--- config.mk ---
export PLATFORM = sky130hd
export DESIGN_NAME = raycastFrontEnd
export DESIGN_NICKNAME = d
export VERILOG_FILES = /design/src/rtl/povPkg.sv /design/src/rtl/povIf.sv /design/src/rtl/columnSweep.sv /design/src/rtl/povRegisters.sv /design/src/rtl/rayDirGen.sv /design/src/rtl/raycastFrontEnd.sv /design/src/rtl/spiFrameReceiver.sv
export SDC_FILE = /design/constraint.sdc
export NUM_CORES = 1
export LEC_CHECK = 0
export ABC_AREA = 1
export BUFFER_PORTS_ARGS = -buffer_cell sky130_fd_sc_hd__buf_4
export CAP_MARGIN = 0
export CELL_PAD_IN_SITES_DETAIL_PLACEMENT = 0
export CELL_PAD_IN_SITES_GLOBAL_PLACEMENT = 1
export CORE_ASPECT_RATIO = 0.8
export CORE_UTILIZATION = 55
export CTS_CLUSTER_DIAMETER = 80
export DETAILED_ROUTE_END_ITERATION = 12
export GPL_ROUTABILITY_DRIVEN = 0
export PLACE_DENSITY = 0.95
export SLEW_MARGIN = 5
export SYNTH_ARGS = -nofsm -noshare
export SYNTH_HDL_FRONTEND = slang
export SYNTH_HIERARCHICAL = 1
export SYNTH_SLANG_ARGS = --single-unit
--- constraint.sdc ---
create_clock -name clk -period 18.35 [get_ports clk]
set_input_delay 3.67 -clock clk [delete_from_list [all_inputs] [get_ports clk]]
set_output_delay 3.67 -clock clk [all_outputs]
set_load 0.1 [all_outputs]
--- src/rtl/povPkg.sv ---
`default_nettype none

package povPkg;

  // Every vector is signed Q12.12: 12 integer bits above 12 fraction bits
  localparam int FIELD_BITS = 24;
  localparam int FRAC_BITS = 12;
  localparam int PROD_BITS = 2 * FIELD_BITS;
  localparam int NUM_FIELDS = 6;
  localparam int FRAME_BITS = NUM_FIELDS * FIELD_BITS;
  localparam int BIT_COUNT_BITS = $clog2(FRAME_BITS);

  typedef logic signed [FIELD_BITS-1:0] fixT;
  typedef logic [FRAME_BITS-1:0] frameT;

  // Field order on the wire, field 0 sits at the top of the frame
  localparam int FIELD_PLAYER_X = 0;
  localparam int FIELD_PLAYER_Y = 1;
  localparam int FIELD_FACING_X = 2;
  localparam int FIELD_FACING_Y = 3;
  localparam int FIELD_VPLANE_X = 4;
  localparam int FIELD_VPLANE_Y = 5;

  // Player sits in the middle of map cell (1,1), facing +Y with a narrow view plane
  localparam fixT FIX_ONE = 24'sh001000;
  localparam fixT PLAYER_X_START = 24'sh001800;
  localparam fixT PLAYER_Y_START = 24'sh001800;
  localparam fixT FACING_X_START = 24'sh000000;
  localparam fixT FACING_Y_START = 24'sh001000;
  localparam fixT VPLANE_X_START = 24'shFFF800;
  localparam fixT VPLANE_Y_START = 24'sh000000;

  // Output precision: integer bits kept for positions and vectors, fraction bits kept
  localparam int PLAYER_INT_KEEP = 6;
  localparam int VEC_INT_KEEP = 1;
  localparam int FRAC_KEEP = 9;

  // Screen sweep, cameraX = col / 8 - 1 so the column sits at bit CAM_SHIFT
  localparam int SCREEN_COLS = 16;
  localparam int COL_BITS = 4;
  localparam int CAM_SHIFT = FRAC_BITS + 1 - COL_BITS;

  typedef logic [COL_BITS-1:0] colT;

  localparam colT LAST_COL = colT'(SCREEN_COLS - 1);

  // Picks field k out of a frame, counting from the top
  function automatic fixT fieldOf(frameT f, int k);
    return f[FRAME_BITS-1-k*FIELD_BITS -: FIELD_BITS];
  endfunction

  // Position gives a 64-unit map range at 1/512 unit steps
  function automatic fixT truncPlayer(fixT v);
    return {{(FIELD_BITS-FRAC_BITS-PLAYER_INT_KEEP){v[FIELD_BITS-1]}},
            v[FRAC_BITS+PLAYER_INT_KEEP-1:FRAC_BITS-FRAC_KEEP],
            {(FRAC_BITS-FRAC_KEEP){1'b0}}};
  endfunction

  // Direction vectors only need the range -2.0 up to 2.0
  function automatic fixT truncVector(fixT v);
    return {{(FIELD_BITS-FRAC_BITS-VEC_INT_KEEP){v[FIELD_BITS-1]}},
            v[FRAC_BITS+VEC_INT_KEEP-1:FRAC_BITS-FRAC_KEEP],
            {(FRAC_BITS-FRAC_KEEP){1'b0}}};
  endfunction

endpackage

`default_nettype wire

--- src/rtl/povIf.sv ---
`timescale 1ns/1ps
`default_nettype none

interface povIf ();
  import povPkg::*;

  // Live point of view, already truncated to output precision
  fixT playerX;
  fixT playerY;
  fixT facingX;
  fixT facingY;
  fixT vplaneX;
  fixT vplaneY;

  // The register block owns all six vectors
  modport source (
    output playerX, playerY, facingX, facingY, vplaneX, vplaneY
  );

  // Ray generation only needs the direction vectors
  modport sink (
    input facingX, facingY, vplaneX, vplaneY
  );

endinterface

`default_nettype wire

--- src/rtl/columnSweep.sv ---
`timescale 1ns/1ps
`default_nettype none

module columnSweep (
  input  logic        clk,
  input  logic        reset,
  output povPkg::colT col,
  output povPkg::fixT cameraX,
  output logic        colValid,
  output logic        sweepEnd
);
  import povPkg::*;

  // Column index placed at the bit that gives a step of 2 / SCREEN_COLS
  fixT colScaled;

  // Valid comes up on the first edge after reset and stays there
  always_ff @(posedge clk) begin
    if (reset) begin
      colValid <= 1'b0;
    end else begin
      colValid <= 1'b1;
    end
  end

  // Column 0 is presented first, then one column per cycle without pause
  // The counter width matches the screen so it wraps by itself
  always_ff @(posedge clk) begin
    if (reset) begin
      col <= '0;
    end else if (colValid) begin
      col <= col + 1'b1;
    end
  end

  // Camera plane coordinate runs from -1 at the left edge toward +1
  // Both terms are exact in Q12.12, so no rounding is needed
  assign colScaled = fixT'(col) << CAM_SHIFT;
  assign cameraX = colScaled - FIX_ONE;

  // Marks the last column so a pending frame can go live for the next sweep
  assign sweepEnd = colValid & (col == LAST_COL);

endmodule

`default_nettype wire

--- src/rtl/povRegisters.sv ---
`timescale 1ns/1ps
`default_nettype none

module povRegisters (
  input  logic          clk,
  input  logic          reset,
  input  povPkg::frameT frame,
  input  logic          frameDone,
  input  logic          sweepEnd,
  povIf.source          pov,
  output logic          povLoaded
);
  import povPkg::*;

  // Last complete frame waiting for the end of a sweep
  frameT pendingFrame;
  logic pendingValid;
  logic loadNow;

  // Live vectors at full Q12.12 precision
  fixT playerXReg;
  fixT playerYReg;
  fixT facingXReg;
  fixT facingYReg;
  fixT vplaneXReg;
  fixT vplaneYReg;

  // Only swap at the end of a sweep so no sweep mixes old and new views
  assign loadNow = sweepEnd & pendingValid;

  always_ff @(posedge clk) begin
    if (frameDone) begin
      pendingFrame <= frame;
    end
  end

  // A frame arriving on a load cycle stays pending, the load takes the older one
  always_ff @(posedge clk) begin
    if (reset) begin
      pendingValid <= 1'b0;
    end else if (frameDone) begin
      pendingValid <= 1'b1;
    end else if (loadNow) begin
      pendingValid <= 1'b0;
    end
  end

  always_ff @(posedge clk) begin
    if (reset) begin
      playerXReg <= PLAYER_X_START;
      playerYReg <= PLAYER_Y_START;
      facingXReg <= FACING_X_START;
      facingYReg <= FACING_Y_START;
      vplaneXReg <= VPLANE_X_START;
      vplaneYReg <= VPLANE_Y_START;
    end else if (loadNow) begin
      playerXReg <= fieldOf(pendingFrame, FIELD_PLAYER_X);
      playerYReg <= fieldOf(pendingFrame, FIELD_PLAYER_Y);
      facingXReg <= fieldOf(pendingFrame, FIELD_FACING_X);
      facingYReg <= fieldOf(pendingFrame, FIELD_FACING_Y);
      vplaneXReg <= fieldOf(pendingFrame, FIELD_VPLANE_X);
      vplaneYReg <= fieldOf(pendingFrame, FIELD_VPLANE_Y);
    end
  end

  // High for the first cycle the new vectors are live
  always_ff @(posedge clk) begin
    if (reset) begin
      povLoaded <= 1'b0;
    end else begin
      povLoaded <= loadNow;
    end
  end

  // Outputs are cut down to the precision the renderer uses
  assign pov.playerX = truncPlayer(playerXReg);
  assign pov.playerY = truncPlayer(playerYReg);
  assign pov.facingX = truncVector(facingXReg);
  assign pov.facingY = truncVector(facingYReg);
  assign pov.vplaneX = truncVector(vplaneXReg);
  assign pov.vplaneY = truncVector(vplaneYReg);

endmodule

`default_nettype wire

--- src/rtl/rayDirGen.sv ---
`timescale 1ns/1ps
`default_nettype none

module rayDirGen (
  input  logic        clk,
  input  logic        reset,
  povIf.sink          pov,
  input  povPkg::colT col,
  input  povPkg::fixT cameraX,
  input  logic        colValid,
  output povPkg::colT rayCol,
  output povPkg::fixT rayDirX,
  output povPkg::fixT rayDirY,
  output logic        rayValid
);
  import povPkg::*;

  // Full Q24.24 products of the view plane with the camera coordinate
  logic signed [PROD_BITS-1:0] prodX;
  logic signed [PROD_BITS-1:0] prodY;

  // Stage 1 holds everything one column needs
  fixT planeXS1;
  fixT planeYS1;
  fixT facingXS1;
  fixT facingYS1;
  colT colS1;
  logic validS1;

  assign prodX = pov.vplaneX * cameraX;
  assign prodY = pov.vplaneY * cameraX;

  // Facing is captured with the products so a load between stages cannot split a column
  // Dropping 12 fraction bits loses nothing given the truncated inputs
  always_ff @(posedge clk) begin
    planeXS1 <= prodX[FRAC_BITS +: FIELD_BITS];
    planeYS1 <= prodY[FRAC_BITS +: FIELD_BITS];
    facingXS1 <= pov.facingX;
    facingYS1 <= pov.facingY;
    colS1 <= col;
  end

  // Ray direction is facing plus the scaled plane, wrapping in 24 bits
  always_ff @(posedge clk) begin
    rayDirX <= facingXS1 + planeXS1;
    rayDirY <= facingYS1 + planeYS1;
    rayCol <= colS1;
  end

  // Valid travels alongside the data, two cycles end to end
  always_ff @(posedge clk) begin
    if (reset) begin
      validS1 <= 1'b0;
      rayValid <= 1'b0;
    end else begin
      validS1 <= colValid;
      rayValid <= validS1;
    end
  end

endmodule

`default_nettype wire

--- src/rtl/raycastFrontEnd.sv ---
`timescale 1ns/1ps
`default_nettype none

module raycastFrontEnd (
  input  logic        clk,
  input  logic        reset,
  input  logic        sclk,
  input  logic        ssN,
  input  logic        mosi,
  output povPkg::fixT playerX,
  output povPkg::fixT playerY,
  output povPkg::colT rayCol,
  output povPkg::fixT rayDirX,
  output povPkg::fixT rayDirY,
  output logic        rayValid,
  output logic        povLoaded
);
  import povPkg::*;

  // Received frame handed to the double buffer
  frameT frame;
  logic frameDone;

  // Column sweep outputs
  colT col;
  fixT cameraX;
  logic colValid;
  logic sweepEnd;

  // Live point of view shared by the register block and ray generation
  povIf povBus ();

  spiFrameReceiver i_spiFrameReceiver (
    .clk       (clk),
    .reset     (reset),
    .sclk      (sclk),
    .ssN       (ssN),
    .mosi      (mosi),
    .frame     (frame),
    .frameDone (frameDone)
  );

  povRegisters i_povRegisters (
    .clk       (clk),
    .reset     (reset),
    .frame     (frame),
    .frameDone (frameDone),
    .sweepEnd  (sweepEnd),
    .pov       (povBus.source),
    .povLoaded (povLoaded)
  );

  columnSweep i_columnSweep (
    .clk      (clk),
    .reset    (reset),
    .col      (col),
    .cameraX  (cameraX),
    .colValid (colValid),
    .sweepEnd (sweepEnd)
  );

  rayDirGen i_rayDirGen (
    .clk      (clk),
    .reset    (reset),
    .pov      (povBus.sink),
    .col      (col),
    .cameraX  (cameraX),
    .colValid (colValid),
    .rayCol   (rayCol),
    .rayDirX  (rayDirX),
    .rayDirY  (rayDirY),
    .rayValid (rayValid)
  );

  // Player position goes straight out for the map walk downstream
  assign playerX = povBus.playerX;
  assign playerY = povBus.playerY;

endmodule

`default_nettype wire

--- src/rtl/spiFrameReceiver.sv ---
`timescale 1ns/1ps
`default_nettype none

module spiFrameReceiver (
  input  logic          clk,
  input  logic          reset,
  input  logic          sclk,
  input  logic          ssN,
  input  logic          mosi,
  output povPkg::frameT frame,
  output logic          frameDone
);
  import povPkg::*;

  // SCLK needs a third stage so stages 1 and 2 can be compared for a rising edge
  logic [2:0] sclkSync;
  // Select and data are only sampled as levels, two stages each
  logic [1:0] ssSync;
  logic [1:0] mosiSync;

  logic sclkRise;
  logic ssActive;
  logic mosiBit;

  logic [BIT_COUNT_BITS-1:0] bitCount;
  logic lastBit;
  logic shiftEn;
  frameT shiftReg;

  always_ff @(posedge clk) begin
    if (reset) begin
      sclkSync <= '0;
      // Select idles high so nothing is counted while leaving reset
      ssSync <= 2'b11;
      mosiSync <= '0;
    end else begin
      sclkSync <= {sclkSync[1:0], sclk};
      ssSync <= {ssSync[0], ssN};
      mosiSync <= {mosiSync[0], mosi};
    end
  end

  assign sclkRise = (sclkSync[2:1] == 2'b01);
  assign ssActive = ~ssSync[1];
  assign mosiBit = mosiSync[1];

  // A bit is taken on every SCLK rise seen while the slave is selected
  assign shiftEn = ssActive & sclkRise;
  assign lastBit = (bitCount == BIT_COUNT_BITS'(FRAME_BITS - 1));

  // Deselect drops a partial frame
  // With select held low the count wraps so frames can follow back to back
  always_ff @(posedge clk) begin
    if (reset) begin
      bitCount <= '0;
    end else if (!ssActive) begin
      bitCount <= '0;
    end else if (sclkRise) begin
      if (lastBit) begin
        bitCount <= '0;
      end else begin
        bitCount <= bitCount + 1'b1;
      end
    end
  end

  // MSB first, so each new bit enters at the bottom
  always_ff @(posedge clk) begin
    if (shiftEn) begin
      shiftReg <= {shiftReg[FRAME_BITS-2:0], mosiBit};
    end
  end

  // The finished frame is copied on the same edge that raises frameDone
  always_ff @(posedge clk) begin
    if (shiftEn && lastBit) begin
      frame <= {shiftReg[FRAME_BITS-2:0], mosiBit};
    end
  end

  // One-cycle pulse after the final bit is sampled
  always_ff @(posedge clk) begin
    if (reset) begin
      frameDone <= 1'b0;
    end else begin
      frameDone <= shiftEn & lastBit;
    end
  end

endmodule

`default_nettype wire

==> results by group, run 1 <==
Clock network
  – CTS buffer count: 51
  – Hold_buf cts: 0
  – Skew-Pair Late Insertion Delay: 0.63 ns
  – # H-tree levels: 2
  – Clock transition at path regs: 0.06 ns
  – PostCTS Resize Cnt: 0
  – Post-CTS setup repair buffer count: 0
  – CTS tree: done
  – Root Buffer: clkbuf_16
  – Clk buf depth: 3
  – Sink Count: roughly 550

Timing
  – Final hold violation count: 0
  – Final Skew: 0.0329 ns
  – RSZ-0062 raised after global routing: false
  – Worst slew margin relative to its limit: 28.1%
  – Fin crit share: a little under half
  – F_max: 118 MHz
  – Setup Viol. Count Final: 0
  – Final Max Tran Viols: 0
  – Total negative setup slack: 0 ns
  – Worst slew pin tran: around 1.1 ns
  – Minimum clock period: 8.46 ns

GRT
  – Antenna violations before repair: 1
  – GRT overflow: 0
  – First-pass GRT wire length: 201 mm
  – Overall routing resource usage: 25.4%
  – Largest net degree at the start of global routing: 115
  – Vias in the first global route: between 30000 and 40000

Setup path
  – RR Endpoint: i_rayDirGen/planeYS1[23]$_DFF_P_
  – Worst reg2reg startpoint: i_columnSweep/col[3]$_SDFFE_PP0P_
  – Critical Path RT: 18.87 ns
  – Worst-case reg-to-reg path depth: 25
  – Startpoint types: register
  – Worst Setup End Kind: register
  – Critical Path AT: between 8 and 9 ns
  – Critical Path Sink: i_rayDirGen/planeYS1[23]$_DFF_P_
  – CP max FO: 105
  – Critical path origin: i_columnSweep/col[3]$_SDFFE_PP0P_
  – Critical path class: register to register
  – Setup slack, reg-to-reg: 9.89 ns

Pwr
  – Comb power frac: 68.0%
  – Total power: roughly 8 mW
  – Maximum VDD drop: 0.000392 V
  – PwrDens: 143 nW/um^2
  – Internal power: slightly below 4 mW
  – Sequential share of power: 18.4%
  – Leak pwr: approximately 32 nW
  – NetSw: 4.27 mW
  – Clock share of power: 13.6%
  – Switching share of power: 52.1%

Floorplan
  – Ports: 107
  – Die Wd: 353 um
  – Core region area: 97200 sq um
  – Die Span Y: 283 um
  – Initial core utilization: 55.8%
  – Die area: 100000 sq um
  – Site Rows: about 100

Final layout
  – Number of diodes: 0
  – Area of the multi-input gates: 32100 sq um
  – Layout Nets: 7310
  – Most common cell after layout, fill and taps aside: inv_1
  – Post-route insts no fill: 7458
  – Most frequent cells in the layout: inv_1 (1804), nand2_1 (1525), fa_1 (908), edfxtp_1 (295)
  – Share of cells above drive strength 1: 4.34%
  – Seq. cell area: 13900 sq um
  – Synthesis-to-layout area growth: 5.40%
  – Util after Layout: about three fifths
  – Post-route cell area: 57200 sq um
  – # fillers: 8352

Placed design
  – Number of port buffers: 100
  – Post-DP Area: 55500 sq um
  – HPWL after DPL: 90.3 mm
  – Placed Cells: 7362

Routing
  – Antenna-violating nets left: 0
  – Routed length per instance: around 16 um
  – DR DRC count: 0
  – Via count: about 37000
  – Drt pass-1 iters: 5
  – Initial drt markers: 2969
  – Vias per std cell: ~5
  – Routed wire length: 122 mm

Worst hold path
  – Hold WC Path Type: register to register

Job
  – MaxCap Viol Count: 0

Logic synthesis
  – Mapped Area: 54300 sq um
  – Avg Inst Size Synth: 8.74 sq um
  – Post-Syn Instances: 6216
  – Ys Warns: 6

Run status
  – Outcome: finished, final reports clean
[worst min-delay path by stage]
stage	start	endpoint	slack (ns)	cells past startpoint
after floorplan	i_rayDirGen/colS1[0]$_DFF_P_	i_rayDirGen/rayCol[0]$_DFF_P_	0.31	0
after detailed placement	i_rayDirGen/colS1[0]$_DFF_P_	i_rayDirGen/rayCol[0]$_DFF_P_	0.32	0
after global placement	i_rayDirGen/colS1[2]$_DFF_P_	i_rayDirGen/rayCol[2]$_DFF_P_	0.31	0
after CTS	i_rayDirGen/colS1[2]$_DFF_P_	i_rayDirGen/rayCol[2]$_DFF_P_	0.33	0
final	i_rayDirGen/colS1[2]$_DFF_P_	i_rayDirGen/rayCol[2]$_DFF_P_	0.33	0
after global routing	i_rayDirGen/colS1[2]$_DFF_P_	i_rayDirGen/rayCol[2]$_DFF_P_	0.34	0
[registers in the layout, indices dropped and copies added (netlist names), 2 cells and up]
signal and cells:
i_spiFrameReceiver/ssSync 2, i_rayDirGen/colS1 4, i_povRegisters/pendingFrame 76, i_rayDirGen/rayDirY 24
i_povRegisters/facingYReg 11, i_povRegisters/facingXReg 11, i_rayDirGen/facingXS1 24, i_spiFrameReceiver/bitCount 8
i_spiFrameReceiver/frame 76, i_povRegisters/vplaneYReg 11, i_povRegisters/playerXReg 16, i_povRegisters/playerYReg 16
i_columnSweep/col 4, i_spiFrameReceiver/mosiSync 2, i_rayDirGen/facingYS1 24, i_rayDirGen/planeYS1 24
i_spiFrameReceiver/shiftReg 143, i_rayDirGen/planeXS1 24, i_rayDirGen/rayCol 4, i_povRegisters/vplaneXReg 11
i_spiFrameReceiver/sclkSync 3, i_rayDirGen/rayDirX 24
[power by group through the flow]
stage,sequential [mW],clock [mW],combinational [mW]
detailed placement,1.54,0,5.31
CTS,1.51,1.14,5.37
global placement,1.53,0,5.25
floorplan,1.90,0,3.50
finish,1.51,1.12,5.57
global route,1.51,1.19,6.13
[stage by stage]
step           hold WS [ns]  worst slack [ns]
6_report              0.329              9.89
5_1_grt               0.337              9.23
4_1_cts               0.332              9.96
3_5_place_dp          0.316              9.95
3_3_place_gp          0.313             10.12
2_1_floorplan         0.310             11.29
[layout make-up]
class	count	share of cell area [%]
clock buffer	59	2.34
inverter	1807	11.9
multi-input combinational	3571	56.1
clock inverter	37	0.763
sequential	548	24.4
tap	1300	2.84
timing repair buffer	136	1.78
[critical path, stage by stage, from the launching register on]
cell     delay [ns]
dfxtp_1        0.38
inv_8          0.40
buf_4          0.71
buf_4          0.69
buf_4          0.76
nand2_1        0.19
fa_1           0.58
inv_1          0.06
fa_1           0.55
fa_1           0.44
fa_1           0.54
fa_1           0.44
fa_1           0.50
inv_1          0.05
fa_1           0.48
inv_1          0.06
ha_1           0.41
nand2_1        0.14
nor2_1         0.15
inv_1          0.08
o21ai_0        0.24
a31oi_1        0.11
nand2_1        0.10
inv_1          0.04
nand2_1        0.05
nand2_1        0.05
[routing by layer]
layer,part of all wire (%),track usage [%],up-vias
met2,46,40.3,1174
met3,7.6,4.21,176
met1,44,36.2,18300
met5,0,0,-
met4,2.6,6.74,0
li1,-,-,17500
No activity file was read; power rests on OpenSTA's default activity.
==> inputs of run 2 (changes only) <==
CORE_UTILIZATION = 51   (was 55)
PLACE_DENSITY = 0.93   (was 0.95)
clock period = 8.5 ns   (was 18.35 ns; I/O delays follow)
==> run 2 against run 1 <==
  * Via count is 0.57% lower
  * Maximum frequency is 19% higher
  * Clock power is 100% higher
  * Count of clock-buffer cells in the layout is 4 higher
  * Hold slack better by 0.0012 ns
  * Wire length is 1.1% lower
  * Worst setup slack worse by 8.5 ns
  * Largest power group unchanged
  * Largest cell class unchanged
  * Sequential power is 120% higher
  * Clock skew is 0.00081 ns lower
==> results by group, run 2 (synthesized netlist as in run 1, its figures left out) <==
Run status
  – Outcome: finished, final reports clean

Final layout
  – Number of diodes: 0 (unchanged)
  – Most frequent cells in the layout: inv_1 (1804), nand2_1 (1525), fa_1 (908), edfxtp_1 (295)
  – Largest registers: i_spiFrameReceiver/shiftReg: 143 flops, i_povRegisters/pendingFrame: 76 flops, i_spiFrameReceiver/frame: 76 flops
  – # fillers: 9391 (+12%)
  – Share of cells above drive strength 1: 4.49% (+0.16 points)
  – Post-route insts no fill: 7572 (+1.5%)
  – Max FFs per register: 143 (unchanged)
  – Register with the most flip-flops: i_spiFrameReceiver/shiftReg
  – Seq. cell area: 13900 sq um (about the same)
  – Post-route cell area: 57400 sq um (+0.21%)
  – Most common cell after layout, fill and taps aside: inv_1
  – Layout Nets: 7322 (+0.16%)
  – Area of the multi-input gates: 32100 sq um (unchanged)
  – Synthesis-to-layout area growth: 5.62%

GRT
  – Antenna violations before repair: 1 (unchanged)
  – GRT overflow: 0 (unchanged)
  – Largest net degree at the start of global routing: 134 (+17%)
  – Vias in the first global route: 38400 (-1.1%)
  – Overall routing resource usage: 23.4% (-2.0 points)
  – First-pass GRT wire length: 199 mm (-0.93%)

Routing
  – Routed wire length: 121 mm (-1.1%)
  – Drt pass-1 iters: 6 (+1)
  – Routed length per instance: 15.9 um (-2.6%)
  – Vias per std cell: 4.88 (-2.1%)
  – Antenna-violating nets left: 0 (unchanged)
  – Initial drt markers: 3028 (+2.0%)
  – DR DRC count: 0 (unchanged)
  – Via count: 36900 (-0.57%)

Timing
  – RSZ-0062 raised after global routing: false
  – Final Max Tran Viols: 0 (unchanged)
  – Setup Viol. Count Final: 0 (unchanged)
  – Final Skew: 0.0321 ns (-0.000813 ns)
  – Worst slew margin relative to its limit: 23.1% (-4.9 points)
  – Worst slew pin tran: 1.15 ns (+0.0727 ns)
  – Final hold violation count: 0 (unchanged)
  – Total negative setup slack: 0 ns (unchanged)
  – Fin crit share: 83.3% (+37 points)
  – Minimum clock period: 7.08 ns (-1.38 ns)
  – F_max: 141 MHz (+19%)

Worst hold path
  – Worst hold path endpoint: i_rayDirGen/rayCol[1]$_DFF_P_
  – HP Start: i_rayDirGen/colS1[1]$_DFF_P_
  – Hold WC Path Type: register to register
  – Cells on Worst Hold Path: 0 (unchanged)

Setup path
  – CP delay by family, top: adder cells
  – CP max stage delay: 0.93 ns (+0.17 ns)
  – Worst-case reg-to-reg path depth: 20 (-20%)
  – Slowest CP cell: dfxtp_4
  – CP max FO: 98 (-6.7%)
  – Critical Path AT: 7.56 ns (-1.42 ns)
  – Worst Setup End Kind: register
  – Startpoint types: register
  – Setup slack, reg-to-reg: 1.42 ns (-8.47 ns)
  – Critical path class: register to register
  – WP buf/inv: 4 (-5)
  – Most frequent CP cell: fa_1
  – Critical Path RT: 8.98 ns (-9.89 ns)
  – RR Endpoint: i_rayDirGen/planeXS1[22]$_DFF_P_
  – Worst reg2reg startpoint: i_povRegisters/vplaneXReg[23]$_SDFFE_PP1P_
  – Worst-path cell chain: buf_4 -> nand2_1 -> fa_1 -> inv_1 -> fa_1 -> fa_1 -> fa_1 -> fa_1 -> fa_1 -> inv_1 -> fa_1 -> inv_1 -> ha_1 -> a21oi_1 -> o21bai_1 -> a21oi_1 -> o21ai_0 -> a21oi_1 -> nand2_1 -> xor2_1

Pwr
  – PwrDens: 302 nW/um^2 (+110%)
  – Maximum VDD drop: 0.00105 V (+170%)
  – Sequential share of power: 18.8% (+0.4 points)
  – Leak pwr: 32.2 nW (about the same)
  – Comb power frac: 68.0% (about the same)
  – Switching share of power: 51.8% (-0.34 points)
  – NetSw: 8.96 mW (+110%)
  – Internal power: 8.34 mW (+110%)
  – Clock share of power: 13.2% (-0.4 points)

Placed design
  – Post-DP Area: 55700 sq um (+0.46%)
  – Number of port buffers: 100 (unchanged)
  – Placed Cells: 7479 (+1.6%)
  – HPWL after DPL: 91.3 mm (+1.2%)

Floorplan
  – Die area: 108000 sq um (+7.8%)
  – Site Rows: 106 (+3.9%)
  – Core region area: 105000 sq um (+8.0%)
  – Ports: 107 (unchanged)
  – Die Span Y: 294 um (+3.8%)
  – Initial core utilization: 51.7% (-4.1 points)
  – Die Wd: 367 um (+3.8%)

Clock network
  – Clock transition at path regs: 0.06 ns (about the same)
  – PostCTS Resize Cnt: 0 (unchanged)
  – CTS tree: done
  – Post-CTS setup repair buffer count: 0 (unchanged)
  – Root Buffer: clkbuf_16
  – # H-tree levels: 2 (unchanged)
  – Clk buf depth: 3 (unchanged)
  – CTS buffer count: 50 (-2.0%)
  – Sink Count: 548 (unchanged)
  – Hold_buf cts: 0 (unchanged)
  – Skew-Pair Late Insertion Delay: 0.62 ns (about the same)

Job
  – MaxCap Viol Count: 0 (unchanged)
[run 2: cell count changes in the layout (fill, tap and decap cells not counted), sizes merged]
cell	change
buf	+13
bufinv	-3
clkbuf	+4
clkinv	-1
clkinvlp	-1
inv	-2
[run 2: through the flow]
step | total power, mW | hold WS (ns) | util (%) | setup slack [ns]
3_5_place_dp | 14.6 | 0.313 | 53.0 | 1.55
6_report | 17.3 | 0.330 | 54.6 | 1.42
2_1_floorplan | 11.7 | 0.310 | - | 1.44
4_1_cts | 17.0 | 0.335 | 54.6 | 1.55
5_1_grt | 18.7 | 0.340 | 54.6 | 1.16
3_3_place_gp | 14.5 | 0.315 | 53.0 | 1.59
[run 2: cell type report]
class / instances / share of cell area, %
clock buffer: 63 / 2.35
clock inverter: 30 / 0.506
inverter: 1807 / 11.8
multi-input combinational: 3571 / 55.9
sequential: 548 / 24.3
tap: 1404 / 3.06
timing repair buffer: 149 / 1.99
[run 2: worst max path at each step]
stage / startpoint / cells after the start / slack (ns) / endpoint
final: i_povRegisters/vplaneXReg[23]$_SDFFE_PP1P_ / 20 / 1.42 / i_rayDirGen/planeXS1[22]$_DFF_P_
after global routing: i_columnSweep/col[3]$_SDFFE_PP0P_ / 23 / 1.16 / i_rayDirGen/planeYS1[23]$_DFF_P_
after CTS: i_povRegisters/vplaneXReg[23]$_SDFFE_PP1P_ / 20 / 1.55 / i_rayDirGen/planeXS1[22]$_DFF_P_
after detailed placement: i_povRegisters/vplaneXReg[23]$_SDFFE_PP1P_ / 20 / 1.55 / i_rayDirGen/planeXS1[22]$_DFF_P_
after global placement: i_povRegisters/vplaneXReg[23]$_SDFFE_PP1P_ / 20 / 1.59 / i_rayDirGen/planeXS1[22]$_DFF_P_
after floorplan: i_spiFrameReceiver/sclkSync[1]$_SDFF_PP0_ / 2 / 1.44 / i_spiFrameReceiver/shiftReg[0]$_DFFE_PP_
[run 2: worst reg2reg max path: stages, from the launching register on]
cell	delay, ns
dfxtp_4	0.93
buf_4	0.58
nand2_1	0.13
fa_1	0.54
inv_1	0.05
fa_1	0.55
fa_1	0.46
fa_1	0.60
fa_1	0.45
fa_1	0.49
inv_1	0.05
fa_1	0.47
inv_1	0.07
ha_1	0.39
a21oi_1	0.38
o21bai_1	0.10
a21oi_1	0.23
o21ai_0	0.13
a21oi_1	0.12
nand2_1	0.10
xor2_1	0.15
[run 2: routing by layer]
layer,wire length (um),vias to the layer above,track usage (%)
met3,9720,145,4.66
met5,14,-,0
li1,-,17500,-
met2,55400,1118,37.3
met1,53400,18200,33.1
met4,2220,2,4.81
[run 2: power by group through the flow]
stage,combinational (mW),clock (mW),sequential (mW)
floorplan,7.55,0,4.10
CTS,11.4,2.33,3.26
finish,11.8,2.28,3.26
global route,13.0,2.43,3.28
detailed placement,11.3,0,3.32
global placement,11.2,0,3.32
